--- config.mk ---
export PLATFORM = sky130hd
export DESIGN_NAME = wb_stage_top
export DESIGN_NICKNAME = d
export VERILOG_FILES = /design/src/common/wb_pkg.sv /design/src/source/wb_pc_tracker.sv /design/src/source/wb_csr_access.sv /design/src/cfu/wb_ctrl_flow.sv /design/src/lsu/wb_load_unit.sv /design/src/source/wb_stage_top.sv
export VERILOG_INCLUDE_DIRS = /design/src /design/src/common
export SDC_FILE = /design/constraint.sdc
export NUM_CORES = 1
export LEC_CHECK = 0
export BUFFER_PORTS_ARGS = -buffer_cell sky130_fd_sc_hd__buf_2
export CORE_AREA = 2 2 144 146
export CTS_BUF_LIST = sky130_fd_sc_hd__clkbuf_8
export CTS_CLUSTER_SIZE = 30
export DETAILED_ROUTE_END_ITERATION = 16
export DIE_AREA = 0 0 146 148
export SLEW_MARGIN = 20
export SYNTH_ARGS = -nofsm -noshare
export SYNTH_HDL_FRONTEND = slang
export SYNTH_SLANG_ARGS = --single-unit
--- constraint.sdc ---
create_clock -name g_clk -period 5.3 [get_ports g_clk]
set_clock_uncertainty 0.15 [all_clocks]
set_input_delay 1.06 -clock g_clk [delete_from_list [all_inputs] [get_ports g_clk]]
set_output_delay 1.06 -clock g_clk [all_outputs]
set_load 0.03 [all_outputs]
--- src/common/wb_cfg.svh ---
`ifndef WB_CFG_SVH
`define WB_CFG_SVH

// Datapath widths
`define WB_XLEN         32              // Data and address width
`define WB_CSR_AW       12              // CSR address width

// PC loaded on reset
`define WB_PC_RESET     32'h8000_0000

// LSU micro-op layout
// --------------------
`define WB_LSU_LOAD     0               // Load flag
`define WB_LSU_SZ_LO    1               // Size field is bits 2:1
`define WB_LSU_SIGNED   3               // Sign-extend load data
`define WB_LSU_STORE    4               // Store flag

// CSR micro-op layout
// --------------------
`define WB_CSR_RD       0               // Read old value into GPR
`define WB_CSR_WR       1               // Plain write
`define WB_CSR_SET      2               // Set bits
`define WB_CSR_CLR      3               // Clear bits

`endif

--- src/common/wb_pkg.sv ---
`include "wb_cfg.svh"

package wb_pkg;

    // Plain vectors
    // --------------------
    typedef logic [`WB_XLEN-1:0]   word_t;      // Data or address word
    typedef logic [4:0]            reg_idx_t;   // GPR index
    typedef logic [4:0]            uop_t;       // Micro-op
    typedef logic [`WB_CSR_AW-1:0] csr_addr_t;  // CSR address
    typedef logic [1:0]            isize_t;     // Halfwords, 0 = none

    // Functional unit select
    typedef enum logic [2:0] {
        FU_ALU = 3'd0,
        FU_LSU = 3'd1,
        FU_CFU = 3'd2,
        FU_CSR = 3'd3
    } fu_e;

    // Control-flow ops, carried in the micro-op
    typedef enum logic [4:0] {
        CFU_TAKEN  = 5'd1,              // Conditional branch, taken
        CFU_JALI   = 5'd2,
        CFU_JALR   = 5'd3,
        CFU_EBREAK = 5'd4,
        CFU_ECALL  = 5'd5,
        CFU_MRET   = 5'd6,
        CFU_NOP    = 5'd7               // Branch not taken
    } cfu_op_e;

    typedef enum logic [1:0] {
        LSU_BYTE = 2'd0,
        LSU_HALF = 2'd1,
        LSU_WORD = 2'd2
    } lsu_size_e;

    // Machine trap causes
    typedef enum logic [5:0] {
        TRAP_IOPCODE  = 6'd2,
        TRAP_BREAKPT  = 6'd3,
        TRAP_LDACCESS = 6'd5,
        TRAP_STACCESS = 6'd7,
        TRAP_ECALLM   = 6'd11
    } trap_cause_e;

endpackage

--- src/source/wb_pc_tracker.sv ---
`timescale 1ns/10ps
`include "wb_cfg.svh"

module wb_pc_tracker import wb_pkg::*; (
    input  logic   g_clk,
    input  logic   g_resetn,
    input  logic   s4_valid,
    input  logic   s4_busy,
    input  isize_t s4_size,
    input  logic   cf_req,
    input  logic   cf_ack,
    input  word_t  cf_target,
    output logic   pipe_progress,
    output word_t  s4_pc,
    output word_t  next_pc
);

    assign pipe_progress = s4_valid && !s4_busy;  // Instruction retires

    // Size counts halfwords, so step by 2 * size bytes
    assign next_pc = s4_pc + word_t'({s4_size, 1'b0});

    always_ff @(posedge g_clk) begin
        if (!g_resetn) begin
            s4_pc <= `WB_PC_RESET;
        end else if (cf_req && cf_ack) begin
            s4_pc <= cf_target;                   // Redirect wins
        end else if (pipe_progress) begin
            s4_pc <= next_pc;
        end
    end

    // PC frozen while stalled, unless a redirect completes
    a_pc_hold : assert property (@(posedge g_clk) disable iff (!g_resetn)
        s4_valid && s4_busy && !(cf_req && cf_ack) |=> $stable(s4_pc))
        else $error("PC moved during a stall");

endmodule

--- src/source/wb_csr_access.sv ---
`timescale 1ns/10ps
`include "wb_cfg.svh"

module wb_csr_access import wb_pkg::*; (
    input  logic      g_clk,
    input  logic      g_resetn,
    input  logic      s4_valid,
    input  fu_e       s4_fu,
    input  uop_t      s4_uop,
    input  word_t     s4_opr_a,
    input  word_t     s4_opr_b,
    input  logic      pipe_progress,
    input  word_t     csr_rdata,
    output logic      csr_en,
    output logic      csr_wr,
    output logic      csr_wr_set,
    output logic      csr_wr_clr,
    output csr_addr_t csr_addr,
    output word_t     csr_wdata,
    output logic      csr_gpr_wen,
    output word_t     csr_gpr_wdata
);

    logic fu_csr;
    logic csr_done;                           // Access already issued

    assign fu_csr = s4_valid && (s4_fu == FU_CSR);

    always_ff @(posedge g_clk) begin
        if (!g_resetn) begin
            csr_done <= 1'b0;
        end else begin
            csr_done <= !pipe_progress && (csr_done || csr_en);
        end
    end

    // One access per instruction
    assign csr_en     = fu_csr && !csr_done;
    assign csr_wr     = csr_en && s4_uop[`WB_CSR_WR];
    assign csr_wr_set = csr_en && s4_uop[`WB_CSR_SET];
    assign csr_wr_clr = csr_en && s4_uop[`WB_CSR_CLR];
    assign csr_addr   = s4_opr_b[`WB_CSR_AW-1:0];   // Address from operand B
    assign csr_wdata  = s4_opr_a;

    // Read data only valid in the access cycle
    assign csr_gpr_wen   = csr_en && s4_uop[`WB_CSR_RD];
    assign csr_gpr_wdata = csr_rdata;

    // A stalled CSR op must not access twice
    a_csr_once : assert property (@(posedge g_clk) disable iff (!g_resetn)
        csr_en && !pipe_progress |=> !csr_en)
        else $error("Repeated CSR access for one instruction");

endmodule

--- src/cfu/wb_ctrl_flow.sv ---
`timescale 1ns/10ps

module wb_ctrl_flow import wb_pkg::*; (
    input  logic        g_clk,
    input  logic        g_resetn,
    input  logic        s4_valid,
    input  fu_e         s4_fu,
    input  uop_t        s4_uop,
    input  reg_idx_t    s4_rd,
    input  word_t       s4_opr_a,
    input  logic        s4_trap,
    input  word_t       next_pc,
    input  logic        pipe_progress,
    input  logic        lsu_trap,
    input  logic        lsu_is_store,
    input  logic        csr_error,
    input  word_t       csr_mepc,
    input  word_t       csr_mtvec,
    input  logic        cf_ack,
    output logic        cf_req,
    output word_t       cf_target,
    output logic        cfu_busy,
    output logic        exec_mret,
    output logic        trap_cpu,
    output trap_cause_e trap_cause,
    output logic        link_wen,
    output word_t       link_wdata
);

    cfu_op_e cfu_op;
    logic    fu_cfu;
    logic    cfu_taken;                       // Branch or jump redirect
    logic    cfu_ebreak;
    logic    cfu_ecall;
    logic    cfu_mret;
    logic    csr_trap;
    logic    tgt_trap;                        // Target is the trap vector
    logic    cf_want;
    logic    cfu_done;                        // Redirect acked, still stalled

    // Decode
    // --------------------
    assign cfu_op     = cfu_op_e'(s4_uop);
    assign fu_cfu     = s4_valid && (s4_fu == FU_CFU);
    assign cfu_taken  = fu_cfu && (cfu_op == CFU_TAKEN || cfu_op == CFU_JALI ||
                                   cfu_op == CFU_JALR);
    assign cfu_ebreak = fu_cfu && (cfu_op == CFU_EBREAK);
    assign cfu_ecall  = fu_cfu && (cfu_op == CFU_ECALL);
    assign cfu_mret   = fu_cfu && (cfu_op == CFU_MRET);
    assign csr_trap   = s4_valid && (s4_fu == FU_CSR) && csr_error;

    assign tgt_trap = cfu_ebreak || cfu_ecall || csr_trap || lsu_trap ||
                      (s4_valid && s4_trap);
    assign trap_cpu = tgt_trap;

    // Request and handshake
    // --------------------
    assign cf_want  = cfu_taken || cfu_mret || tgt_trap;  // Not-taken never asks
    assign cf_req   = cf_want && !cfu_done;
    assign cfu_busy = cf_req && !cf_ack;

    always_ff @(posedge g_clk) begin
        if (!g_resetn) begin
            cfu_done <= 1'b0;
        end else begin
            cfu_done <= !pipe_progress && (cfu_done || (cf_req && cf_ack));
        end
    end

    always_comb begin
        if (tgt_trap) begin
            cf_target = csr_mtvec;
        end else if (cfu_mret) begin
            cf_target = csr_mepc;                 // Return from handler
        end else begin
            cf_target = s4_opr_a;                 // Jump or branch target
        end
    end

    assign exec_mret = cfu_mret && pipe_progress;  // Single pulse at retire

    // Cause priority, highest first
    always_comb begin
        if (lsu_trap && !lsu_is_store) begin
            trap_cause = TRAP_LDACCESS;
        end else if (lsu_trap && lsu_is_store) begin
            trap_cause = TRAP_STACCESS;
        end else if (cfu_ebreak) begin
            trap_cause = TRAP_BREAKPT;
        end else if (cfu_ecall) begin
            trap_cause = TRAP_ECALLM;
        end else if (csr_trap) begin
            trap_cause = TRAP_IOPCODE;
        end else begin
            trap_cause = trap_cause_e'({1'b0, s4_rd});  // Upstream cause code
        end
    end

    // Link = address of the following instruction
    assign link_wen   = fu_cfu && (cfu_op == CFU_JALI || cfu_op == CFU_JALR);
    assign link_wdata = next_pc;

    // Target must not move under an open request
    a_tgt_stable : assert property (@(posedge g_clk) disable iff (!g_resetn)
        cf_req && !cf_ack |=> cf_req && $stable(cf_target))
        else $error("Control-flow target changed before acknowledge");

endmodule

--- src/lsu/wb_load_unit.sv ---
`timescale 1ns/10ps
`include "wb_cfg.svh"

module wb_load_unit import wb_pkg::*; (
    input  logic  g_clk,
    input  logic  g_resetn,
    input  logic  s4_valid,
    input  fu_e   s4_fu,
    input  uop_t  s4_uop,
    input  word_t s4_opr_a,
    input  word_t s4_opr_b,
    input  logic  pipe_progress,
    input  logic  dmem_recv,
    input  logic  dmem_error,
    input  word_t dmem_rdata,
    output logic  dmem_ack,
    output logic  lsu_busy,
    output logic  lsu_trap,
    output logic  lsu_is_store,
    output logic  lsu_gpr_wen,
    output word_t lsu_gpr_wdata
);

    logic      fu_lsu;
    logic      lsu_load;
    logic      lsu_signed;
    lsu_size_e lsu_size;
    logic      rsp_seen;                      // Response already taken
    logic      rsp_take;                      // Response accepted now
    logic      err_seen;                      // Bus error held to retire
    logic [3:0] lsu_strb;
    word_t     masked;
    word_t     shifted;

    assign fu_lsu       = s4_valid && (s4_fu == FU_LSU);
    assign lsu_load     = fu_lsu && s4_uop[`WB_LSU_LOAD];
    assign lsu_is_store = fu_lsu && s4_uop[`WB_LSU_STORE];
    assign lsu_signed   = s4_uop[`WB_LSU_SIGNED];
    assign lsu_size     = lsu_size_e'(s4_uop[`WB_LSU_SZ_LO +: 2]);
    assign lsu_strb     = s4_opr_a[3:0];      // Strobes from memory stage

    // Response tracking
    // --------------------
    assign dmem_ack = fu_lsu && !rsp_seen;
    assign rsp_take = dmem_ack && dmem_recv;
    assign lsu_busy = fu_lsu && !(rsp_seen || rsp_take);

    always_ff @(posedge g_clk) begin
        if (!g_resetn) begin
            rsp_seen <= 1'b0;
        end else begin
            rsp_seen <= !pipe_progress && (rsp_seen || rsp_take);
        end
    end

    always_ff @(posedge g_clk) begin
        if (!g_resetn || pipe_progress) begin
            err_seen <= 1'b0;                     // Cleared at retire
        end else begin
            err_seen <= err_seen || (rsp_take && dmem_error);
        end
    end

    assign lsu_trap    = err_seen || (rsp_take && dmem_error);
    assign lsu_gpr_wen = lsu_load && rsp_take && !dmem_error;  // No write on error

    // Data alignment
    // --------------------
    // Drop bytes outside the access, then bring the addressed byte to bit 0
    assign masked  = dmem_rdata & {{8{lsu_strb[3]}}, {8{lsu_strb[2]}},
                                   {8{lsu_strb[1]}}, {8{lsu_strb[0]}}};
    assign shifted = masked >> {s4_opr_b[1:0], 3'b000};

    always_comb begin
        case (lsu_size)
            LSU_BYTE: begin
                lsu_gpr_wdata = {{24{lsu_signed && shifted[7]}}, shifted[7:0]};
            end
            LSU_HALF: begin
                lsu_gpr_wdata = {{16{lsu_signed && shifted[15]}}, shifted[15:0]};
            end
            default: begin
                lsu_gpr_wdata = shifted;          // Full word
            end
        endcase
    end

    // Memory responses only accepted for an LSU instruction in the stage
    a_ack_lsu : assert property (@(posedge g_clk) disable iff (!g_resetn)
        dmem_ack |-> s4_valid && (s4_fu == FU_LSU))
        else $error("dmem_ack raised outside an LSU instruction");

endmodule

--- src/source/wb_stage_top.sv ---
`timescale 1ns/10ps
`include "wb_cfg.svh"

module wb_stage_top import wb_pkg::*; (
    input  logic        g_clk,
    input  logic        g_resetn,
    // Instruction input
    input  logic        s4_valid,
    input  fu_e         s4_fu,
    input  uop_t        s4_uop,
    input  reg_idx_t    s4_rd,
    input  word_t       s4_opr_a,
    input  word_t       s4_opr_b,
    input  isize_t      s4_size,
    input  logic        s4_trap,
    output logic        s4_busy,
    // Control flow
    output logic        cf_req,
    output word_t       cf_target,
    input  logic        cf_ack,
    // Data memory response
    input  logic        dmem_recv,
    input  word_t       dmem_rdata,
    input  logic        dmem_error,
    output logic        dmem_ack,
    // CSR file
    output logic        csr_en,
    output logic        csr_wr,
    output logic        csr_wr_set,
    output logic        csr_wr_clr,
    output csr_addr_t   csr_addr,
    output word_t       csr_wdata,
    input  word_t       csr_rdata,
    input  logic        csr_error,
    input  word_t       csr_mepc,
    input  word_t       csr_mtvec,
    // GPR write and traps
    output logic        gpr_wen,
    output reg_idx_t    gpr_rd,
    output word_t       gpr_wdata,
    output logic        trap_cpu,
    output trap_cause_e trap_cause,
    output word_t       trap_pc,
    output logic        exec_mret,
    output logic        hold_lsu_req
);

    logic  pipe_progress;
    word_t s4_pc;
    word_t next_pc;
    logic  cfu_busy, lsu_busy, lsu_trap, lsu_is_store;
    logic  alu_gpr_wen, csr_gpr_wen, link_wen, lsu_gpr_wen;
    word_t csr_gpr_wdata, link_wdata, lsu_gpr_wdata;

    wb_pc_tracker u_pc (
        .g_clk, .g_resetn, .s4_valid, .s4_busy, .s4_size,
        .cf_req, .cf_ack, .cf_target,
        .pipe_progress, .s4_pc, .next_pc
    );

    wb_csr_access u_csr (
        .g_clk, .g_resetn, .s4_valid, .s4_fu, .s4_uop, .s4_opr_a, .s4_opr_b,
        .pipe_progress, .csr_rdata, .csr_en, .csr_wr, .csr_wr_set, .csr_wr_clr,
        .csr_addr, .csr_wdata, .csr_gpr_wen, .csr_gpr_wdata
    );

    wb_ctrl_flow u_cfu (
        .g_clk, .g_resetn, .s4_valid, .s4_fu, .s4_uop, .s4_rd, .s4_opr_a,
        .s4_trap, .next_pc, .pipe_progress, .lsu_trap, .lsu_is_store,
        .csr_error, .csr_mepc, .csr_mtvec, .cf_ack, .cf_req, .cf_target,
        .cfu_busy, .exec_mret, .trap_cpu, .trap_cause, .link_wen, .link_wdata
    );

    wb_load_unit u_lsu (
        .g_clk, .g_resetn, .s4_valid, .s4_fu, .s4_uop, .s4_opr_a, .s4_opr_b,
        .pipe_progress, .dmem_recv, .dmem_error, .dmem_rdata, .dmem_ack,
        .lsu_busy, .lsu_trap, .lsu_is_store, .lsu_gpr_wen, .lsu_gpr_wdata
    );

    // Stall and hold
    // --------------------
    assign s4_busy      = cfu_busy || lsu_busy;
    assign hold_lsu_req = cf_req || lsu_busy;     // No new memory ops yet

    // GPR writeback
    // --------------------
    assign alu_gpr_wen = s4_valid && (s4_fu == FU_ALU);  // Result in operand A

    // Trapping instructions never write
    assign gpr_wen = !s4_trap && !trap_cpu &&
                     (alu_gpr_wen || csr_gpr_wen || link_wen || lsu_gpr_wen);

    assign gpr_wdata = {`WB_XLEN{alu_gpr_wen}} & s4_opr_a      |
                       {`WB_XLEN{csr_gpr_wen}} & csr_gpr_wdata |
                       {`WB_XLEN{link_wen}}    & link_wdata    |
                       {`WB_XLEN{lsu_gpr_wen}} & lsu_gpr_wdata;

    assign gpr_rd  = s4_rd;
    assign trap_pc = s4_pc;                       // PC of instruction in stage

endmodule

; ---- Word level (Yosys, flattened, before mapping)
; Index checks and enable logic that the tools add are counted.
[totals]
regBits = 36
in_bits = 215
out_inout_bits = 162
elab_cells = 107
[classes]
n_addsub = 1
n_eq_ne = 10
n_shift = 1
n_mux = 10
bitwise = 8
n_reduce_logical = 72
[ops]
columns = operator, n
row1 = $and 32x32->32, 5
row2 = $mux 32, 4
row3 = $or 32x32->32, 3
row4 = $pmux 32 s2, 1
row5 = $logic_and 1x1->1, 38
row6 = $add 32x3->32, 1
row7 = $shr 32x5->32, 1
row8 = $mux 6, 4
row9 = $logic_or 1x1->1, 19
row10 = $eq 5x3->1 const B, 3
row11 = $logic_not 1->1, 12
row12 = $eq 5x2->1 const B, 2
row13 = $eq 3x2->1 const B, 2
row14 = $eq 5x1->1 const B, 1
row15 = $mux 5, 1
row16 = $eq 3x1->1 const B, 1
row17 = $logic_not 3->1, 1
row18 = $eq 2x1->1 const B, 1
row19 = $logic_not 2->1, 1
row20 = $reduce_bool 2->1, 1

; ---- Longest topological paths before layout
[depth]
word_depth = 16
depth_mapped = 10
mapped_depth_nobuf = 9

; ---- Modules after synthesis
; A second synthesis with hierarchy kept.
[unflattened]
hier_cells = 791
area_unflattened_um2 = 6082.1
[modules_own_cells]
columns = module, n_inst, cells_per_inst, area_per_inst_um2, seq_area_each_um2
row1 = wb_pc_tracker, 1, 293, 2233.4, 640.6
row2 = wb_ctrl_flow, 1, 144, 1549.0, 20.0
row3 = wb_load_unit, 1, 147, 880.8, 40.0
row4 = wb_stage_top, 1, 121, 755.7, 0.0
row5 = wb_csr_access, 1, 86, 663.1, 20.0

; ---- Worst setup path after synthesis
; Ideal clock, no wire load.
[synth_timing]
path_kind = input -> output
start = in s4_size[0]
end = out gpr_wdata[31]
t_arrival_ps = 3440
t_required_ps = 4090
slack_ps = 650
cell_stages = 9
path_buffers = 0
path_cell_list = ha_1 inv_1 fa_1 nand3b_1 nor4_2 and3_1 nand4_1 xor2_1 o221ai_1
[synth_via]
elab_chain_len = 4
[synth_lines]
columns = item, line
row1 = start: declaration, wb_stage_top.sv:14  ; input isize_t s4_size,
row2 = $add 32x3->32, wb_pc_tracker.sv:21  ; assign next_pc = s4_pc + word_t'({s4_size, 1'b0});
row3 = $and 32x32->32, wb_stage_top.sv:95  ; {`WB_XLEN{link_wen}} & link_wdata |
row4 = $or 32x32->32 (2 in series), wb_stage_top.sv:93  ; assign gpr_wdata = {`WB_XLEN{alu_gpr_wen}} & s4_opr_a |
row5 = end: declaration, wb_stage_top.sv:40  ; output word_t gpr_wdata,
; No other way between the ends.

; ---- Final worst setup path
[layout_timing]
start = in s4_size[0]
end = out gpr_wdata[23]
; Same word-level chain as after synthesis.

==> metrics.md <==
| Metric | Value |
|---|---|
| Endpoints failing setup | `0` |
| Avg WL per Cell | `22.7 um` |
| Vias in the first global route | `6049` |
| Setup crit start | `s4_size[0]` |
| Mapped Nets | `911` |
| RSZ-0062 raised after global routing | `false` |
| Detail Route Antenna Nets | `0` |
| CTS tree | `built` |
| Die Span Y | `148 um` |
| Gr usage total | `0.239` |
| Crit start category | `primary input` |
| Setup_tns | `0 ps` |
| Clock sink count | `36` |
| Worst EP required | `4090 ps` |
| Row count | `52` |
| Cell Area, Synth | `0.00506 mm^2` |
| Syn_area_per_cell | `7.30 um^2` |
| Critical path endpoint category | `output pin` |
| Top_reg_cell synth | `dfxtp_1` |
| Area grow syn2layout | `33.1%` |
| Pwr Density | `171 mW/mm^2` |
| Post-Place Worst Slack | `481 ps` |
| Hold Crit Depth | `2` |
| Post-Route WL | `27.8 mm` |
| Pre-Repair DR Iteration Count | `10` |
| Final Hold Vio Count | `0` |
| Total CTS buffers | `5` |
| Yosys cell types | `70` |
| Layout cell share with drive strength beyond 1 | `0.440` |
| Initial core utilization | `0.252` |
| Fmax | `0.205 GHz` |
| Outcome | `complete, no violations` |
| Clock-pin transition on the worst setup and hold timing paths | `90 ps` |
| Via count | `6647` |
| Root buffer cell | `clkbuf_8` |
| Final #Nets | `1168` |
| Initial DRC count | `584` |
| Leakage | `3.10 nW` |
| Synth warn | `0` |
| Minimum clock period | `4880 ps` |
| Cells after Synth | `693` |
| PortBufs | `335` |
| Routability cong. | `0.918` |
| Reg2Reg Launch Point | `u_pc.s4_pc[1]$_SDFFE_PN0P_` |
| Crit Path Category | `in2out` |
| Relative slew margins | `0.367` |
| Ys async rst share | `0` |
| Largest net degree at the start of global routing | `49` |
| Worst Reg-to-Reg Cells | `10` |
| Crit-path max FO | `5` |
| CP Data Arrival Time | `3670 ps` |
| Post-CTS Resized | `0` |
| Worst-Skew Late Latency | `310 ps` |
| Die width | `146 um` |
| Final Max Slew Viols | `0` |
| DR DRC count | `0` |
| Peak supply drop | `83.3 uV` |
| Post-CTS setup repair buffer count | `0` |
| I/O pins | `377` |
| Max Cap Viol | `0` |
| First-pass GRT wire length | `39.3 mm` |
| Aggregate global routing overflow | `0` |
| Setup ws final | `419 ps` |
| Die Area | `0.0216 mm^2` |
| Final period utilization | `0.921` |
| CTS Buffer Depth | `2` |
| Number of synthesized flops with an enable pin | `0` |
| DR vias/cell | `5.44` |
| Initial antenna violation count | `3` |
| Hold_sp | `u_csr.csr_done$_SDFF_PN0_` |
| Post-CTS Hold Buffers | `0` |
| Hpwl dp | `22.9 mm` |
| Seq cells post-synth | `36` |
| Core area | `0.0200 mm^2` |
| Tightest Pin Transition | `947 ps` |
| H-tree Lvls | `2` |
| Class of the worst hold path | `reg2reg` |
| Sequential share of the synthesized area | `0.143` |
==> cell usage after synthesis (18+ instances only) <==
master    instances  area, um^2
nor3_1           18        90.1
xor2_1           19         166
o21ai_0          52         260
nand3_1          28         140
dfxtp_1          36         721
buf_4            50         375
clkbuf_1         38         143
a21oi_1          48         240
xnor2_1          23         201
nand2_1          61         229
a222oi_1         26         260
mux2_2           46         518
nor2_1           46         173
==> routing by layer <==
metal | global-route usage | part of all wire
met2 | 0.379 | 0.45
met5 | 0 | 0.00047
met3 | 0.0691 | 0.099
met4 | 0.0772 | 0.027
met1 | 0.313 | 0.42
==> layout make-up <==
type                            count  area [um^2]
Timing Repair Buffer              350         1790
Fill cell                        2247        13300
Tap cell                          270          338
Clock inverter                      3         23.8
Antenna cell                        1         2.50
Sequential cell                    36          721
Inverter                           10         37.5
Multi-Input combinational cell    547         3750
Clock buffer                        5         68.8
==> through the flow <==
| stage | util | instance area (um^2) | total power, W | cells | hold WS [ps] |
|---|---|---|---|---|---|
| after global routing | 0.336 | 6730 | 0.00120 | 1222 | 385 |
| after global placement | 0.331 | 6630 | 0.000928 | 1213 | 321 |
| after detailed placement | 0.331 | 6630 | 0.000930 | 1213 | 333 |
| after CTS | 0.336 | 6730 | 0.00114 | 1221 | 353 |
| after floorplan | - | 5060 | 0.000709 | 693 | 291 |
| final | 0.336 | 6730 | 0.00115 | 1222 | 360 |
==> layout by cell type, fill, tap and decap left out, drive strengths merged, types with 10 or more instances in the layout <==
cell and n:
inv 10, and3 10, xnor2 23, nand2 61, mux2i 10, a222oi 26, nand4 11, nand3 28
o21ai 53, buf 350, o21a 10, a21oi 49, nor3 20, xor2 19, dfxtp 36, nor2 46
mux2 46
==> cell families after synthesis <==
group | synth area share
buffers and inverters | 0.121
and+or+nand+nor | 0.235
adders and majority gates | 0.00891
muxes | 0.127
AOI/OAI and AO/OA | 0.292
xor gates and xnor gates | 0.0728
DFF | 0.143
other | 0.000742
==> power by group <==
| part | leakage (nW) | internal (W) | switching [W] |
|---|---|---|---|
| Clock | 0.0404 | 0.0000933 | 0.000124 |
| Combinational | 2.76 | 0.000203 | 0.000399 |
| Sequential | 0.296 | 0.000292 | 0.0000370 |
==> worst paths after layout <==
| kind | end | slack, ps |
|---|---|---|
| setup / recovery | gpr_wdata[23] | 420 |
| hold / removal | u_csr.csr_done$_SDFF_PN0_ | 360 |
| setup reg to reg | u_pc.s4_pc[25]$_SDFFE_PN0P_ | 2390 |
| hold reg to reg | u_csr.csr_done$_SDFF_PN0_ | 360 |
==> worst max-delay path, stage by stage <==
cell      delay, ps
buf_2            80
ha_1            170
inv_1            60
fa_1            450
nand3b_1        310
nor2_1          370
nand4_1         170
xnor2_1         200
a222oi_1        390
o21ai_0         190
buf_2           220
==> registers in the layout, indices dropped and copies added (netlist names) <==
signal	count
u_lsu.err_seen	1
u_lsu.rsp_seen	1
u_cfu.cfu_done	1
u_pc.s4_pc	32
u_csr.csr_done	1
Note: power is estimated with default switching activity, not from simulation.
